$ cat src/hdl/axi_bridge_pkg.sv
// Register bridge package holding the bus widths, vector types and AXI response codes

package axi_bridge_pkg;

  // Both buses use a 16-bit byte address
  localparam int unsigned AddrWidth = 16;

  // One register word is 32 bits wide
  localparam int unsigned DataWidth = 32;

  // One strobe bit per data byte
  localparam int unsigned StrbWidth = DataWidth / 8;

  // Sideband widths on the AXI4 side only
  localparam int unsigned IdWidth   = 4;
  localparam int unsigned UserWidth = 2;

  // Protection attribute and response code widths are fixed by AXI
  localparam int unsigned ProtWidth = 3;
  localparam int unsigned RespWidth = 2;

  // Byte address on AXI4 and AXI4-Lite
  typedef logic [AddrWidth-1:0] addr_t;
  // One data word
  typedef logic [DataWidth-1:0] data_t;
  // Byte enables of one word
  typedef logic [StrbWidth-1:0] strb_t;
  // Transaction ID that is reflected on the response
  typedef logic [IdWidth-1:0]   id_t;
  // USER sideband that is reflected on the response
  typedef logic [UserWidth-1:0] user_t;
  // AxPROT attribute
  typedef logic [ProtWidth-1:0] prot_t;
  // BRESP and RRESP code
  typedef logic [RespWidth-1:0] resp_t;

  // Normal access completed
  localparam resp_t RESP_OKAY   = 2'b00;
  // Access reached the slave but was rejected
  localparam resp_t RESP_SLVERR = 2'b10;

endpackage
$ cat src/hdl/axi_lite_if.sv
// AXI4-Lite bus bundle between the AXI4 adapter and the register file

`timescale 1ns/1ps

interface axi_lite_if import axi_bridge_pkg::*; (
  input logic clk_i
);

  // Write address channel
  addr_t aw_addr;
  prot_t aw_prot;
  logic  aw_valid;
  logic  aw_ready;

  // Write data channel
  data_t w_data;
  strb_t w_strb;
  logic  w_valid;
  logic  w_ready;

  // Write response channel
  resp_t b_resp;
  logic  b_valid;
  logic  b_ready;

  // Read address channel
  addr_t ar_addr;
  prot_t ar_prot;
  logic  ar_valid;
  logic  ar_ready;

  // Read data channel
  data_t r_data;
  resp_t r_resp;
  logic  r_valid;
  logic  r_ready;

  // The adapter issues requests and accepts responses
  modport mst (
    input  clk_i,
    output aw_addr, aw_prot, aw_valid, input  aw_ready,
    output w_data, w_strb, w_valid,    input  w_ready,
    input  b_resp, b_valid,            output b_ready,
    output ar_addr, ar_prot, ar_valid, input  ar_ready,
    input  r_data, r_resp, r_valid,    output r_ready
  );

  // The register file accepts requests and returns responses
  modport slv (
    input  clk_i,
    input  aw_addr, aw_prot, aw_valid, output aw_ready,
    input  w_data, w_strb, w_valid,    output w_ready,
    output b_resp, b_valid,            input  b_ready,
    input  ar_addr, ar_prot, ar_valid, output ar_ready,
    output r_data, r_resp, r_valid,    input  r_ready
  );

endinterface

$ cat src/hdl/axi_bridge_top.sv
// Register subsystem top level joining the AXI4 adapter and the AXI4-Lite register file

`timescale 1ns/1ps

module axi_bridge_top import axi_bridge_pkg::*; #(
  parameter int unsigned NumPendingRd = 2,
  parameter int unsigned NumPendingWr = 2,
  parameter int unsigned NumRegs      = 8
) (
  input  logic  clk_i,
  input  logic  reset_i,
  // AXI4 write address channel
  input  id_t   s_aw_id_i,
  input  user_t s_aw_user_i,
  input  addr_t s_aw_addr_i,
  input  prot_t s_aw_prot_i,
  input  logic  s_aw_valid_i,
  output logic  s_aw_ready_o,
  // AXI4 write data channel
  input  data_t s_w_data_i,
  input  strb_t s_w_strb_i,
  input  logic  s_w_valid_i,
  output logic  s_w_ready_o,
  // AXI4 write response channel
  output id_t   s_b_id_o,
  output user_t s_b_user_o,
  output resp_t s_b_resp_o,
  output logic  s_b_valid_o,
  input  logic  s_b_ready_i,
  // AXI4 read address channel
  input  id_t   s_ar_id_i,
  input  user_t s_ar_user_i,
  input  addr_t s_ar_addr_i,
  input  prot_t s_ar_prot_i,
  input  logic  s_ar_valid_i,
  output logic  s_ar_ready_o,
  // AXI4 read data channel
  output id_t   s_r_id_o,
  output user_t s_r_user_o,
  output data_t s_r_data_o,
  output resp_t s_r_resp_o,
  output logic  s_r_last_o,
  output logic  s_r_valid_o,
  input  logic  s_r_ready_i
);

  // Internal AXI4-Lite bus
  axi_lite_if i_lite_bus (.clk_i(clk_i));

  // Strips ID and USER on the way in and restores them on the way out
  axi_to_axi_lite #(
    .NumPendingRd (NumPendingRd),
    .NumPendingWr (NumPendingWr)
  ) i_axi_to_axi_lite (
    .clk_i        (clk_i),
    .reset_i      (reset_i),
    .s_aw_id_i    (s_aw_id_i),
    .s_aw_user_i  (s_aw_user_i),
    .s_aw_addr_i  (s_aw_addr_i),
    .s_aw_prot_i  (s_aw_prot_i),
    .s_aw_valid_i (s_aw_valid_i),
    .s_aw_ready_o (s_aw_ready_o),
    .s_w_data_i   (s_w_data_i),
    .s_w_strb_i   (s_w_strb_i),
    .s_w_valid_i  (s_w_valid_i),
    .s_w_ready_o  (s_w_ready_o),
    .s_b_id_o     (s_b_id_o),
    .s_b_user_o   (s_b_user_o),
    .s_b_resp_o   (s_b_resp_o),
    .s_b_valid_o  (s_b_valid_o),
    .s_b_ready_i  (s_b_ready_i),
    .s_ar_id_i    (s_ar_id_i),
    .s_ar_user_i  (s_ar_user_i),
    .s_ar_addr_i  (s_ar_addr_i),
    .s_ar_prot_i  (s_ar_prot_i),
    .s_ar_valid_i (s_ar_valid_i),
    .s_ar_ready_o (s_ar_ready_o),
    .s_r_id_o     (s_r_id_o),
    .s_r_user_o   (s_r_user_o),
    .s_r_data_o   (s_r_data_o),
    .s_r_resp_o   (s_r_resp_o),
    .s_r_last_o   (s_r_last_o),
    .s_r_valid_o  (s_r_valid_o),
    .s_r_ready_i  (s_r_ready_i),
    .lite         (i_lite_bus)
  );

  // Register array behind the Lite bus
  axi_lite_regfile #(
    .NumRegs (NumRegs)
  ) i_axi_lite_regfile (
    .clk_i   (clk_i),
    .reset_i (reset_i),
    .lite    (i_lite_bus)
  );

endmodule

$ cat src/hdl/axi_lite_regfile.sv
// AXI4-Lite register file with byte-strobed writes and SLVERR on out-of-range words

`timescale 1ns/1ps

module axi_lite_regfile import axi_bridge_pkg::*; #(
  parameter int unsigned NumRegs = 8
) (
  input  logic    clk_i,
  input  logic    reset_i,
  axi_lite_if.slv lite
);

  // Enough index bits to select any register, at least one
  localparam int unsigned IdxWidth  = (NumRegs > 1) ? $clog2(NumRegs) : 1;
  // Word number taken from a byte address
  localparam int unsigned WordWidth = AddrWidth - 2;

  typedef enum logic {
    WR_IDLE,
    WR_RESP
  } wr_state_e;

  typedef enum logic {
    RD_IDLE,
    RD_RESP
  } rd_state_e;

  wr_state_e wr_state_q;
  rd_state_e rd_state_q;

  data_t regs_q [NumRegs];

  // Response payload is held until the master takes it
  resp_t b_resp_q;
  resp_t r_resp_q;
  data_t r_data_q;

  logic [WordWidth-1:0] wr_word;
  logic [WordWidth-1:0] rd_word;
  logic                 wr_in_range;
  logic                 rd_in_range;
  logic                 wr_fire;
  logic                 rd_fire;

  // The word index is the byte address divided by four
  assign wr_word     = lite.aw_addr[AddrWidth-1:2];
  assign rd_word     = lite.ar_addr[AddrWidth-1:2];
  assign wr_in_range = (wr_word < WordWidth'(NumRegs));
  assign rd_in_range = (rd_word < WordWidth'(NumRegs));

  // AW and W are taken in the same cycle, and only with no B outstanding
  assign lite.aw_ready = (wr_state_q == WR_IDLE) & lite.aw_valid & lite.w_valid;
  assign lite.w_ready  = lite.aw_ready;
  assign wr_fire       = lite.aw_ready;

  // One read is held at a time
  assign lite.ar_ready = (rd_state_q == RD_IDLE);
  assign rd_fire       = lite.ar_valid & lite.ar_ready;

  assign lite.b_valid = (wr_state_q == WR_RESP);
  assign lite.b_resp  = b_resp_q;
  assign lite.r_valid = (rd_state_q == RD_RESP);
  assign lite.r_resp  = r_resp_q;
  assign lite.r_data  = r_data_q;

  // State machines and register contents
  always_ff @(posedge clk_i) begin
    if (reset_i) begin
      wr_state_q <= WR_IDLE;
      rd_state_q <= RD_IDLE;
      for (int i = 0; i < NumRegs; i++) begin
        regs_q[i] <= '0;
      end
    end else begin
      if (wr_fire) begin
        wr_state_q <= WR_RESP;
        // Only strobed bytes of an existing word are touched
        if (wr_in_range) begin
          for (int b = 0; b < StrbWidth; b++) begin
            if (lite.w_strb[b]) begin
              regs_q[wr_word[IdxWidth-1:0]][8*b +: 8] <= lite.w_data[8*b +: 8];
            end
          end
        end
      end else if (lite.b_valid && lite.b_ready) begin
        wr_state_q <= WR_IDLE;
      end

      if (rd_fire) begin
        rd_state_q <= RD_RESP;
      end else if (lite.r_valid && lite.r_ready) begin
        rd_state_q <= RD_IDLE;
      end
    end
  end

  // Response codes and read data are captured at the address handshake
  always_ff @(posedge clk_i) begin
    if (wr_fire) begin
      b_resp_q <= wr_in_range ? RESP_OKAY : RESP_SLVERR;
    end
    if (rd_fire) begin
      r_resp_q <= rd_in_range ? RESP_OKAY : RESP_SLVERR;
      // Decode errors return zero data
      r_data_q <= rd_in_range ? regs_q[rd_word[IdxWidth-1:0]] : '0;
    end
  end

endmodule

$ cat src/hdl/axi_to_axi_lite.sv
// AXI4 to AXI4-Lite adapter that stores ID and USER per request and returns them on the response

`timescale 1ns/1ps

module axi_to_axi_lite import axi_bridge_pkg::*; #(
  parameter int unsigned NumPendingRd = 2,
  parameter int unsigned NumPendingWr = 2
) (
  input  logic  clk_i,
  input  logic  reset_i,
  // AXI4 write address channel
  input  id_t   s_aw_id_i,
  input  user_t s_aw_user_i,
  input  addr_t s_aw_addr_i,
  input  prot_t s_aw_prot_i,
  input  logic  s_aw_valid_i,
  output logic  s_aw_ready_o,
  // AXI4 write data channel
  input  data_t s_w_data_i,
  input  strb_t s_w_strb_i,
  input  logic  s_w_valid_i,
  output logic  s_w_ready_o,
  // AXI4 write response channel
  output id_t   s_b_id_o,
  output user_t s_b_user_o,
  output resp_t s_b_resp_o,
  output logic  s_b_valid_o,
  input  logic  s_b_ready_i,
  // AXI4 read address channel
  input  id_t   s_ar_id_i,
  input  user_t s_ar_user_i,
  input  addr_t s_ar_addr_i,
  input  prot_t s_ar_prot_i,
  input  logic  s_ar_valid_i,
  output logic  s_ar_ready_o,
  // AXI4 read data channel
  output id_t   s_r_id_o,
  output user_t s_r_user_o,
  output data_t s_r_data_o,
  output resp_t s_r_resp_o,
  output logic  s_r_last_o,
  output logic  s_r_valid_o,
  input  logic  s_r_ready_i,
  // AXI4-Lite side towards the register file
  axi_lite_if.mst lite
);

  logic rd_full;
  logic rd_empty;
  logic wr_full;
  logic wr_empty;

  // Metadata of the oldest outstanding read and write
  id_t   rd_id;
  user_t rd_user;
  id_t   wr_id;
  user_t wr_user;

  // Reads push on an AR handshake and pop when the single-beat R completes
  meta_fifo #(.Depth(NumPendingRd)) i_fifo_rd (
    .clk_i   (clk_i),
    .reset_i (reset_i),
    .push_i  (s_ar_valid_i & s_ar_ready_o),
    .pop_i   (s_r_valid_o & s_r_ready_i & s_r_last_o),
    .id_i    (s_ar_id_i),
    .user_i  (s_ar_user_i),
    .full_o  (rd_full),
    .empty_o (rd_empty),
    .id_o    (rd_id),
    .user_o  (rd_user)
  );

  // Writes push on an AW handshake and pop on the B handshake
  meta_fifo #(.Depth(NumPendingWr)) i_fifo_wr (
    .clk_i   (clk_i),
    .reset_i (reset_i),
    .push_i  (s_aw_valid_i & s_aw_ready_o),
    .pop_i   (s_b_valid_o & s_b_ready_i),
    .id_i    (s_aw_id_i),
    .user_i  (s_aw_user_i),
    .full_o  (wr_full),
    .empty_o (wr_empty),
    .id_o    (wr_id),
    .user_o  (wr_user)
  );

  // Address channels stall towards both sides while their FIFO is full
  assign lite.aw_addr  = s_aw_addr_i;
  assign lite.aw_prot  = s_aw_prot_i;
  assign lite.aw_valid = s_aw_valid_i & ~wr_full;
  assign s_aw_ready_o  = lite.aw_ready & ~wr_full;

  assign lite.ar_addr  = s_ar_addr_i;
  assign lite.ar_prot  = s_ar_prot_i;
  assign lite.ar_valid = s_ar_valid_i & ~rd_full;
  assign s_ar_ready_o  = lite.ar_ready & ~rd_full;

  // W needs no gating since the register file only takes it together with AW
  assign lite.w_data  = s_w_data_i;
  assign lite.w_strb  = s_w_strb_i;
  assign lite.w_valid = s_w_valid_i;
  assign s_w_ready_o  = lite.w_ready;

  // Responses carry the metadata at the FIFO head
  assign s_b_id_o     = wr_id;
  assign s_b_user_o   = wr_user;
  assign s_b_resp_o   = lite.b_resp;
  assign s_b_valid_o  = lite.b_valid;
  assign lite.b_ready = s_b_ready_i;

  // Every read is a single beat, so last is constant
  assign s_r_id_o     = rd_id;
  assign s_r_user_o   = rd_user;
  assign s_r_data_o   = lite.r_data;
  assign s_r_resp_o   = lite.r_resp;
  assign s_r_last_o   = 1'b1;
  assign s_r_valid_o  = lite.r_valid;
  assign lite.r_ready = s_r_ready_i;

  // A zero-deep FIFO would block its channel forever
  initial begin
    assert (NumPendingRd > 0) else $fatal(1, "NumPendingRd must be at least 1");
    assert (NumPendingWr > 0) else $fatal(1, "NumPendingWr must be at least 1");
  end

endmodule

$ cat src/hdl/meta_fifo.sv
// Synchronous FIFO keeping the ID and USER of each outstanding AXI4 transaction

`timescale 1ns/1ps

module meta_fifo import axi_bridge_pkg::*; #(
  parameter int unsigned Depth = 2
) (
  input  logic  clk_i,
  input  logic  reset_i,
  input  logic  push_i,
  input  logic  pop_i,
  input  id_t   id_i,
  input  user_t user_i,
  output logic  full_o,
  output logic  empty_o,
  output id_t   id_o,
  output user_t user_o
);

  // A single entry still needs a one-bit pointer
  localparam int unsigned PtrWidth = (Depth > 1) ? $clog2(Depth) : 1;
  // The counter must be able to hold the value Depth itself
  localparam int unsigned CntWidth = $clog2(Depth + 1);

  id_t   id_q   [Depth];
  user_t user_q [Depth];

  logic [PtrWidth-1:0] wr_ptr_q;
  logic [PtrWidth-1:0] rd_ptr_q;
  logic [CntWidth-1:0] cnt_q;

  logic push_en;
  logic pop_en;

  assign full_o  = (cnt_q == CntWidth'(Depth));
  assign empty_o = (cnt_q == '0);

  // Overflowing pushes and underflowing pops are dropped here
  assign push_en = push_i & ~full_o;
  assign pop_en  = pop_i & ~empty_o;

  // The head entry is visible without any delay
  assign id_o   = id_q[rd_ptr_q];
  assign user_o = user_q[rd_ptr_q];

  // Pointers, occupancy and wrap-around
  always_ff @(posedge clk_i) begin
    if (reset_i) begin
      wr_ptr_q <= '0;
      rd_ptr_q <= '0;
      cnt_q    <= '0;
    end else begin
      if (push_en) begin
        wr_ptr_q <= (wr_ptr_q == PtrWidth'(Depth - 1)) ? '0 : wr_ptr_q + 1'b1;
      end
      if (pop_en) begin
        rd_ptr_q <= (rd_ptr_q == PtrWidth'(Depth - 1)) ? '0 : rd_ptr_q + 1'b1;
      end
      // Simultaneous push and pop leave the count unchanged
      case ({push_en, pop_en})
        2'b10:   cnt_q <= cnt_q + 1'b1;
        2'b01:   cnt_q <= cnt_q - 1'b1;
        default: cnt_q <= cnt_q;
      endcase
    end
  end

  // Entry storage is written at the tail
  always_ff @(posedge clk_i) begin
    if (push_en) begin
      id_q[wr_ptr_q]   <= id_i;
      user_q[wr_ptr_q] <= user_i;
    end
  end

endmodule

$ cat config.mk
export PLATFORM = sky130hd
export DESIGN_NAME = axi_bridge_top
export DESIGN_NICKNAME = d
export VERILOG_FILES = /design/src/hdl/axi_bridge_pkg.sv /design/src/hdl/axi_lite_if.sv /design/src/hdl/axi_bridge_top.sv /design/src/hdl/axi_lite_regfile.sv /design/src/hdl/axi_to_axi_lite.sv /design/src/hdl/meta_fifo.sv
export SDC_FILE = /design/constraint.sdc
export NUM_CORES = 1
export LEC_CHECK = 0
export BUFFER_PORTS_ARGS = -buffer_cell sky130_fd_sc_hd__buf_2
export CAP_MARGIN = 20
export CORE_UTILIZATION = 29
export CTS_CLUSTER_DIAMETER = 100
export CTS_CLUSTER_SIZE = 30
export DETAILED_ROUTE_END_ITERATION = 16
export SLEW_MARGIN = 20
export SYNTH_ARGS = -nofsm -noshare
export SYNTH_HDL_FRONTEND = slang
export SYNTH_SLANG_ARGS = --single-unit
export TNS_END_PERCENT = 10
$ cat constraint.sdc
create_clock -name clk_i -period 5.62 [get_ports clk_i]
set_clock_uncertainty 0.15 [all_clocks]
set_input_delay 1.124 -clock clk_i [delete_from_list [all_inputs] [get_ports clk_i]]
set_output_delay 1.124 -clock clk_i [all_outputs]
set_load 0.05 [all_outputs]
==> impl_metrics.py, run 1 <==
metrics = {
    "cells_and_area": {
        "final_util_pct": 33.3,
        "layout-drive-gt1-share_pct": 34.1,
        "layout_commonest_cell": "edfxtp_1",
        "finalInstanceArea_mm2": 0.0168,
        "layout.cells.non_filler": 1747,
        "area_growth_syn_to_layout_pct": 12.7,
        "regArea_mm2": 0.00967,
        "fin_nets": 1164,
        "multi_input_area_mm2": 0.00464,
        "final_cell_mix": "edfxtp_1 (314), buf_2 (132), nor3_1 (98)",
        "fillers": 4961,
    },
    "logic_synthesis": {
        "synth_top_family_by_area": "simple AND/OR/NAND/NOR gates",
        "syn_area_per_cell_um2": 15.4,
        "ys.flop_type": "edfxtp_1",
        "synth_seq_cells": 326,
        "yosysSeqAreaShare_pct": 64.8,
        "syn_area_mm2": 0.0149,
        "ys_warn_count": 0,
        "synth_simple_gate_area_share_pct": 15.8,
        "synth-xor-area-share_pct": 0.352,
        "synth-edff-count": 314,
        "synth_compound_gate_area_share_pct": 1.85,
        "synth.distinct_cells": 38,
        "synth-async-reset-ratio_pct": 0,
        "synth-adder-area-share_pct": 0.168,
        "syn_inst": 966,
        "synthMuxAreaShare_pct": 12.7,
    },
    "drt": {
        "drtAntennaViolNets": 0,
        "detail_route.first_pass.iterations": 5,
        "drtIter0Drc": 552,
        "routed_wl_mm": 34.7,
        "vias_per_cell": 5.00,
        "vias": 8738,
        "avgRoutedWirePerCell_um": 19.9,
        "route.detailed.drc": 0,
    },
    "floorplanning": {
        "dieArea_mm2": 0.0523,
        "die_h_um": 229,
        "rows": 82,
        "start_util_pct": 29.5,
        "coreArea_mm2": 0.0505,
        "die_w_um": 229,
        "pin_count": 147,
    },
    "place": {
        "io_buffers": 133,
        "dp_hpwl_mm": 22.2,
        "placed_area_mm2": 0.0164,
        "dp.cells": 1725,
        "place.gp.congestion": 0.721,
    },
    "clock_tree": {
        "post_cts_resized": 0,
        "cts_root_buf": "clkbuf_16",
        "cts.sinks": 326,
        "cts_hold_buf": 0,
        "htreeDepth": 1,
        "cts_setup_buffers": 0,
        "cts_inserted_buffers": 14,
        "cts.path.max_buffers": 3,
        "clkTransAtPathRegs_ns": 0.12,
        "worstSkewPairLatency_ns": 0.50,
        "tritoncts": "built",
    },
    "worst_setup_path": {
        "cp_common_cell": "buf_4",
        "reg2reg_to": "i_axi_lite_regfile.regs_q[7][10]",
        "required_ns": 5.70,
        "max_stage_delay_ns": 0.72,
        "slowest_stage": "nor4_1",
        "critPathTopFamily": "simple AND/OR/NAND/NOR gates",
        "path_cells": "buf_2 > nor4_1 > nand3_4 > buf_4 > o31ai_1 > buf_4",
        "r2r_cells": 5,
        "rrSetupSlack_ns": 2.76,
        "arrival_ns": 3.82,
        "reg2reg_from": "i_axi_lite_regfile.lite.b_valid",
        "cp-start-kind": "primary input",
        "worstSetupPathType": "primary input to flip-flop",
        "cp_max_fo": 71,
        "end_kind": "flip-flop",
        "crit_buf_inv": 3,
    },
    "sta": {
        "min_period_over_period_pct": 66.5,
        "worstMarginPinSlew_ns": 1.04,
        "hold_viol_final": 0,
        "hold_ws_ns": 0.345,
        "drv_slew": 0,
        "setup_viol": 0,
        "slew_headroom_pct": 30.3,
        "rsz0062_at_grt": "no",
        "finalSetupTns_ns": 0,
        "fmax_ghz": 0.268,
        "fin_crit_ns": 3.74,
    },
    "power_and_ir_drop": {
        "p_per_area_mw_per_mm2": 269,
        "ir_drop_mv": 0.170,
        "leakagePower_nw": 5.40,
    },
    "global_route": {
        "grt_max_degree": 73,
        "track_usage_pct": 13.2,
        "grt_pass1_wl_mm": 53.9,
        "overflow": 0,
        "antenna_found_initial": 5,
        "grt_pass1_vias": 9002,
    },
    "min_path": {
        "hold_class": "flip-flop to flip-flop",
        "hold_depth": 2,
        "hold_end": "i_axi_to_axi_lite.i_fifo_rd.wr_ptr_q",
        "min_from": "i_axi_to_axi_lite.i_fifo_rd.wr_ptr_q",
    },
    "run_status": {
        "status": "completed",
    },
    "flow_run": {
        "max-cap-violations": 0,
    },
}
Yosys cell counts (5+ instances only):
| cell type | number | area share [%] |
|---|---|---|
| a21oi_1 | 6 | 0.20 |
| buf_2 | 11 | 0.37 |
| buf_6 | 8 | 0.60 |
| clkbuf_1 | 76 | 1.9 |
| clkinv_1 | 16 | 0.40 |
| dfxtp_1 | 12 | 1.6 |
| edfxtp_1 | 314 | 63 |
| inv_1 | 24 | 0.60 |
| mux2_2 | 12 | 0.91 |
| mux2i_1 | 32 | 2.1 |
| mux4_2 | 64 | 9.7 |
| nand4_4 | 6 | 0.86 |
| nor2_1 | 41 | 1.0 |
| nor3_1 | 98 | 3.3 |
| nor3_2 | 32 | 2.1 |
| nor4_1 | 91 | 3.8 |
| nor4_2 | 39 | 3.3 |
| o21ai_0 | 18 | 0.60 |
| o31ai_1 | 17 | 0.86 |
| or4_1 | 5 | 0.25 |
where the power goes:
group          leakage, nW  switching (W)  internal, W
Sequential            3.30      0.0000308      0.00275
Clock                0.201       0.000716     0.000522
Combinational         1.90       0.000345     0.000158
Total                 5.40        0.00109      0.00343
per-layer routing:
layer / vias to the layer above / global-route usage (%) / part of all wire (%)
li1: 4040 / - / -
met1: 4477 / 17.1 / 42
met2: 178 / 23.3 / 52
met3: 39 / 1.62 / 4.0
met4: 4 / 3.27 / 2.0
met5: - / 0 / 0.087
stage by stage:
stage	setup WS, ns	total power [W]
detailed placement	1.44	0.00335
CTS	1.94	0.00456
global route	1.75	0.00467
global placement	1.45	0.00334
finish	1.88	0.00453
floorplan	2.06	0.00318
state kept, by name (all words and copies together), names as in the netlist, named ones only:
register,flops
i_axi_lite_regfile.lite.b_valid,1
i_axi_to_axi_lite.i_fifo_wr.rd_ptr_q,1
i_axi_lite_regfile.lite.r_data,32
i_axi_to_axi_lite.i_fifo_rd.wr_ptr_q,1
i_axi_to_axi_lite.i_fifo_rd.user_q,4
i_axi_to_axi_lite.i_fifo_wr.wr_ptr_q,1
i_axi_lite_regfile.lite.b_resp,1
i_axi_to_axi_lite.i_fifo_wr.user_q,4
i_axi_to_axi_lite.i_fifo_wr.id_q,8
i_axi_to_axi_lite.i_fifo_rd.rd_ptr_q,1
i_axi_to_axi_lite.i_fifo_rd.cnt_q,2
i_axi_lite_regfile.lite.r_resp,1
i_axi_to_axi_lite.i_fifo_rd.id_q,8
i_axi_lite_regfile.regs_q,256
i_axi_lite_regfile.lite.r_valid,1
i_axi_to_axi_lite.i_fifo_wr.cnt_q,2
logic make-up (layout without fill, tap and decap cells):
group	Yosys count	in the layout
AO/OA/AOI/OAI	44	44
XOR/XNOR	6	6
adder cells (fa/ha/maj)	2	2
buffers and inverters	144	249
flip-flops	326	326
multiplexers	108	108
other	2	6
AND/OR/NAND/NOR	334	334
final cells by class:
cell class                 count  share of cell area [%]
clock buffer                  19                    2.45
multi-input combinational    497                    27.6
inverter                      43                   0.960
antenna                        3                  0.0447
sequential                   326                    57.5
tap                          672                    5.00
timing repair buffer         187                    6.41
worst reg2reg max path: cells and delay by family (launching register included):
family / cells / cell delay, ns
AOI/OAI and AO/OA: 1 / 0.45
and+or+nand+nor: 2 / 0.84
buffers and inverters: 2 / 0.79
DFF: 1 / 0.35
worst max path at each step:
stage / start / end / slack [ns] / cells past startpoint
CTS: reset_i / i_axi_lite_regfile.regs_q[7][8] / 1.94 / 6
global placement: reset_i / i_axi_lite_regfile.regs_q[7][12] / 1.45 / 6
floorplan: s_aw_addr_i[10] / i_axi_lite_regfile.regs_q[3][10] / 2.06 / 4
global route: reset_i / i_axi_lite_regfile.regs_q[7][14] / 1.75 / 6
finish: reset_i / i_axi_lite_regfile.regs_q[7][10] / 1.88 / 6
detailed placement: s_aw_addr_i[10] / i_axi_lite_regfile.regs_q[3][31] / 1.44 / 5
(Power assumes the default switching activity.)
==> inputs of run 2 (changes only) <==
clock period = 3.05 ns   (was 5.62 ns; I/O delays follow)
==> run 2 against run 1 <==
  * Count of clock-buffer cells in the layout fell by 1
  * Critical endpoint is now s_w_ready_o
  * Sequential cell count unchanged
  * Critical path type is now flip-flop to output port
  * Highest routed layer unchanged
  * Power is 86% higher
  * Largest cell class unchanged
  * Design area is 1.9% higher
==> impl_metrics.py, run 2 (synthesis gave the netlist of run 1 again) <==
metrics = {
    "global_route": {
        "use_met1_pct": 17.3,
        "use_met3_pct": 1.73,
        "overflow": 0,
        "grt_pass1_wl_mm": 55.4,
        "met2_usage_pct": 24.0,
        "grt_busiest_layer": "met2",
        "antenna_found_initial": 2,
        "grt_pass1_vias": 9314,
        "grt_max_degree": 75,
        "track_usage_pct": 13.5,
    },
    "worst_setup_path": {
        "crit_start": "i_axi_lite_regfile.lite.b_valid",
        "reg2reg_from": "i_axi_lite_regfile.lite.b_valid",
        "reg2reg_to": "i_axi_lite_regfile.regs_q[2][7]",
        "worstSetupPathType": "flip-flop to output port",
        "arrival_ns": 1.82,
        "rrSetupSlack_ns": 0.73,
        "cp-start-kind": "flip-flop",
        "r2r_cells": 6,
        "crit_path_end": "s_w_ready_o",
        "required_ns": 2.29,
        "end_kind": "output port",
        "cp_max_fo": 6,
    },
    "sta": {
        "rsz0062_at_grt": "no",
        "fin_crit_ns": 2.58,
        "finalSetupTns_ns": 0,
        "fmax_ghz": 0.388,
        "drv_slew": 0,
        "hold_viol_final": 0,
        "worstMarginPinSlew_ns": 0.669,
        "slew_headroom_pct": 55.4,
        "min_period_over_period_pct": 84.5,
        "setup_viol": 0,
    },
    "drt": {
        "drtAntennaViolNets": 0,
        "avgRoutedWirePerCell_um": 19.8,
        "vias": 8813,
        "detail_route.first_pass.iterations": 5,
        "route.detailed.drc": 0,
        "drtIter0Drc": 601,
        "vias_per_cell": 4.96,
        "routed_wl_mm": 35.2,
    },
    "cells_and_area": {
        "final_util_pct": 33.9,
        "layout_commonest_cell": "edfxtp_1",
        "regArea_mm2": 0.00967,
        "final_cell_mix": "edfxtp_1 (314), buf_2 (132), nor3_1 (98)",
        "fin_nets": 1195,
        "multi_input_area_mm2": 0.00464,
        "area_growth_syn_to_layout_pct": 14.8,
        "layout-drive-gt1-share_pct": 36.0,
        "largest_register_ffs": 256,
        "top_register": "i_axi_lite_regfile.regs_q",
        "fillers": 4939,
    },
    "floorplanning": {
        "dieArea_mm2": 0.0523,
        "start_util_pct": 29.5,
        "coreArea_mm2": 0.0505,
        "die_w_um": 229,
        "die_h_um": 229,
        "rows": 82,
        "pin_count": 147,
    },
    "clock_tree": {
        "cts_inserted_buffers": 14,
        "cts_hold_buf": 0,
        "clkTransAtPathRegs_ns": 0.11,
        "cts_setup_buffers": 0,
        "post_cts_resized": 0,
        "worstSkewPairLatency_ns": 0.51,
        "cts.path.max_buffers": 3,
        "cts.sinks": 326,
        "cts_root_buf": "clkbuf_16",
        "htreeDepth": 1,
        "tritoncts": "built",
    },
    "power_and_ir_drop": {
        "p_per_area_mw_per_mm2": 491,
        "total_power_w": 0.00841,
        "pwr-share-seq_pct": 61.0,
        "comb_power_share_pct": 11.3,
        "ir_drop_mv": 0.303,
        "p_clk_share_pct": 27.7,
        "leakagePower_nw": 5.58,
        "swShare_pct": 24.2,
        "internal_power_w": 0.00638,
        "switching_power_w": 0.00203,
    },
    "flow_run": {
        "max-cap-violations": 0,
    },
    "min_path": {
        "hold_class": "primary input to flip-flop",
    },
    "place": {
        "place.gp.congestion": 0.790,
        "dp_hpwl_mm": 23.7,
        "io_buffers": 133,
    },
    "run_status": {
        "status": "completed",
    },
}
run 2: cell count changes in the layout (fill, tap and decap cells not counted), sizes merged:
cell	previous run	this run
buf	187	218
bufinv	0	1
clkbuf	19	18
clkinv	17	16
diode	3	1
inv	26	27
run 2: critical path, stage by stage (launching register included):
cell and delay, ns:
dfxtp_1 0.35, and3b_1 0.37, nand2_1 0.18, inv_1 0.14
buf_2 0.27
run 2: area by class of cell:
| cell class | instances | area share [%] |
|---|---|---|
| tap | 672 | 4.91 |
| clock buffer | 18 | 2.26 |
| sequential | 326 | 56.5 |
| antenna | 1 | 0.0146 |
| clock inverter | 1 | 0.175 |
| inverter | 43 | 0.942 |
| timing repair buffer | 218 | 8.14 |
| multi-input combinational | 497 | 27.1 |
run 2: how the worst min path moves through the flow:
stage / startpoint / to / slack (ns) / cells after the start
after floorplan: i_axi_to_axi_lite.i_fifo_rd.wr_ptr_q / i_axi_to_axi_lite.i_fifo_rd.wr_ptr_q / 0.30 / 2
after global placement: i_axi_to_axi_lite.i_fifo_rd.wr_ptr_q / i_axi_to_axi_lite.i_fifo_rd.wr_ptr_q / 0.31 / 2
after detailed placement: i_axi_to_axi_lite.i_fifo_rd.wr_ptr_q / i_axi_to_axi_lite.i_fifo_rd.wr_ptr_q / 0.35 / 2
after CTS: s_ar_id_i[1] / i_axi_to_axi_lite.i_fifo_rd.id_q[1][1] / 0.12 / 1
after global routing: s_ar_id_i[1] / i_axi_to_axi_lite.i_fifo_rd.id_q[1][1] / 0.12 / 1
final: s_ar_id_i[1] / i_axi_to_axi_lite.i_fifo_rd.id_q[1][1] / 0.14 / 1
run 2: through the flow:
step | hold WS [ns] | setup WS, ns | instances | instance area (µm²)
4_1_cts | 0.116 | 0.443 | 1775 | 17100
5_1_grt | 0.116 | 0.346 | 1776 | 17100
6_report | 0.135 | 0.472 | 1776 | 17100
2_1_floorplan | 0.303 | 0.00734 | 967 | 14900
3_5_place_dp | 0.351 | -0.0412 | 1756 | 16700
3_3_place_gp | 0.312 | -0.0789 | 1756 | 16700
run 2: power by group through the flow:
stage | Clock, W | Sequential, W | Combinational, W
global route | 0.00254 | 0.00515 | 0.00102
finish | 0.00233 | 0.00513 | 0.000953
global placement | 0 | 0.00523 | 0.000957
floorplan | 0 | 0.00535 | 0.000510
CTS | 0.00240 | 0.00513 | 0.000968
detailed placement | 0 | 0.00524 | 0.000966
run 2: metal layers:
layer / vias up / routed length, µm
li1: 4107 / -
met1: 4477 / 14700
met2: 188 / 18300
met3: 39 / 1480
met4: 2 / 673
met5: - / 8
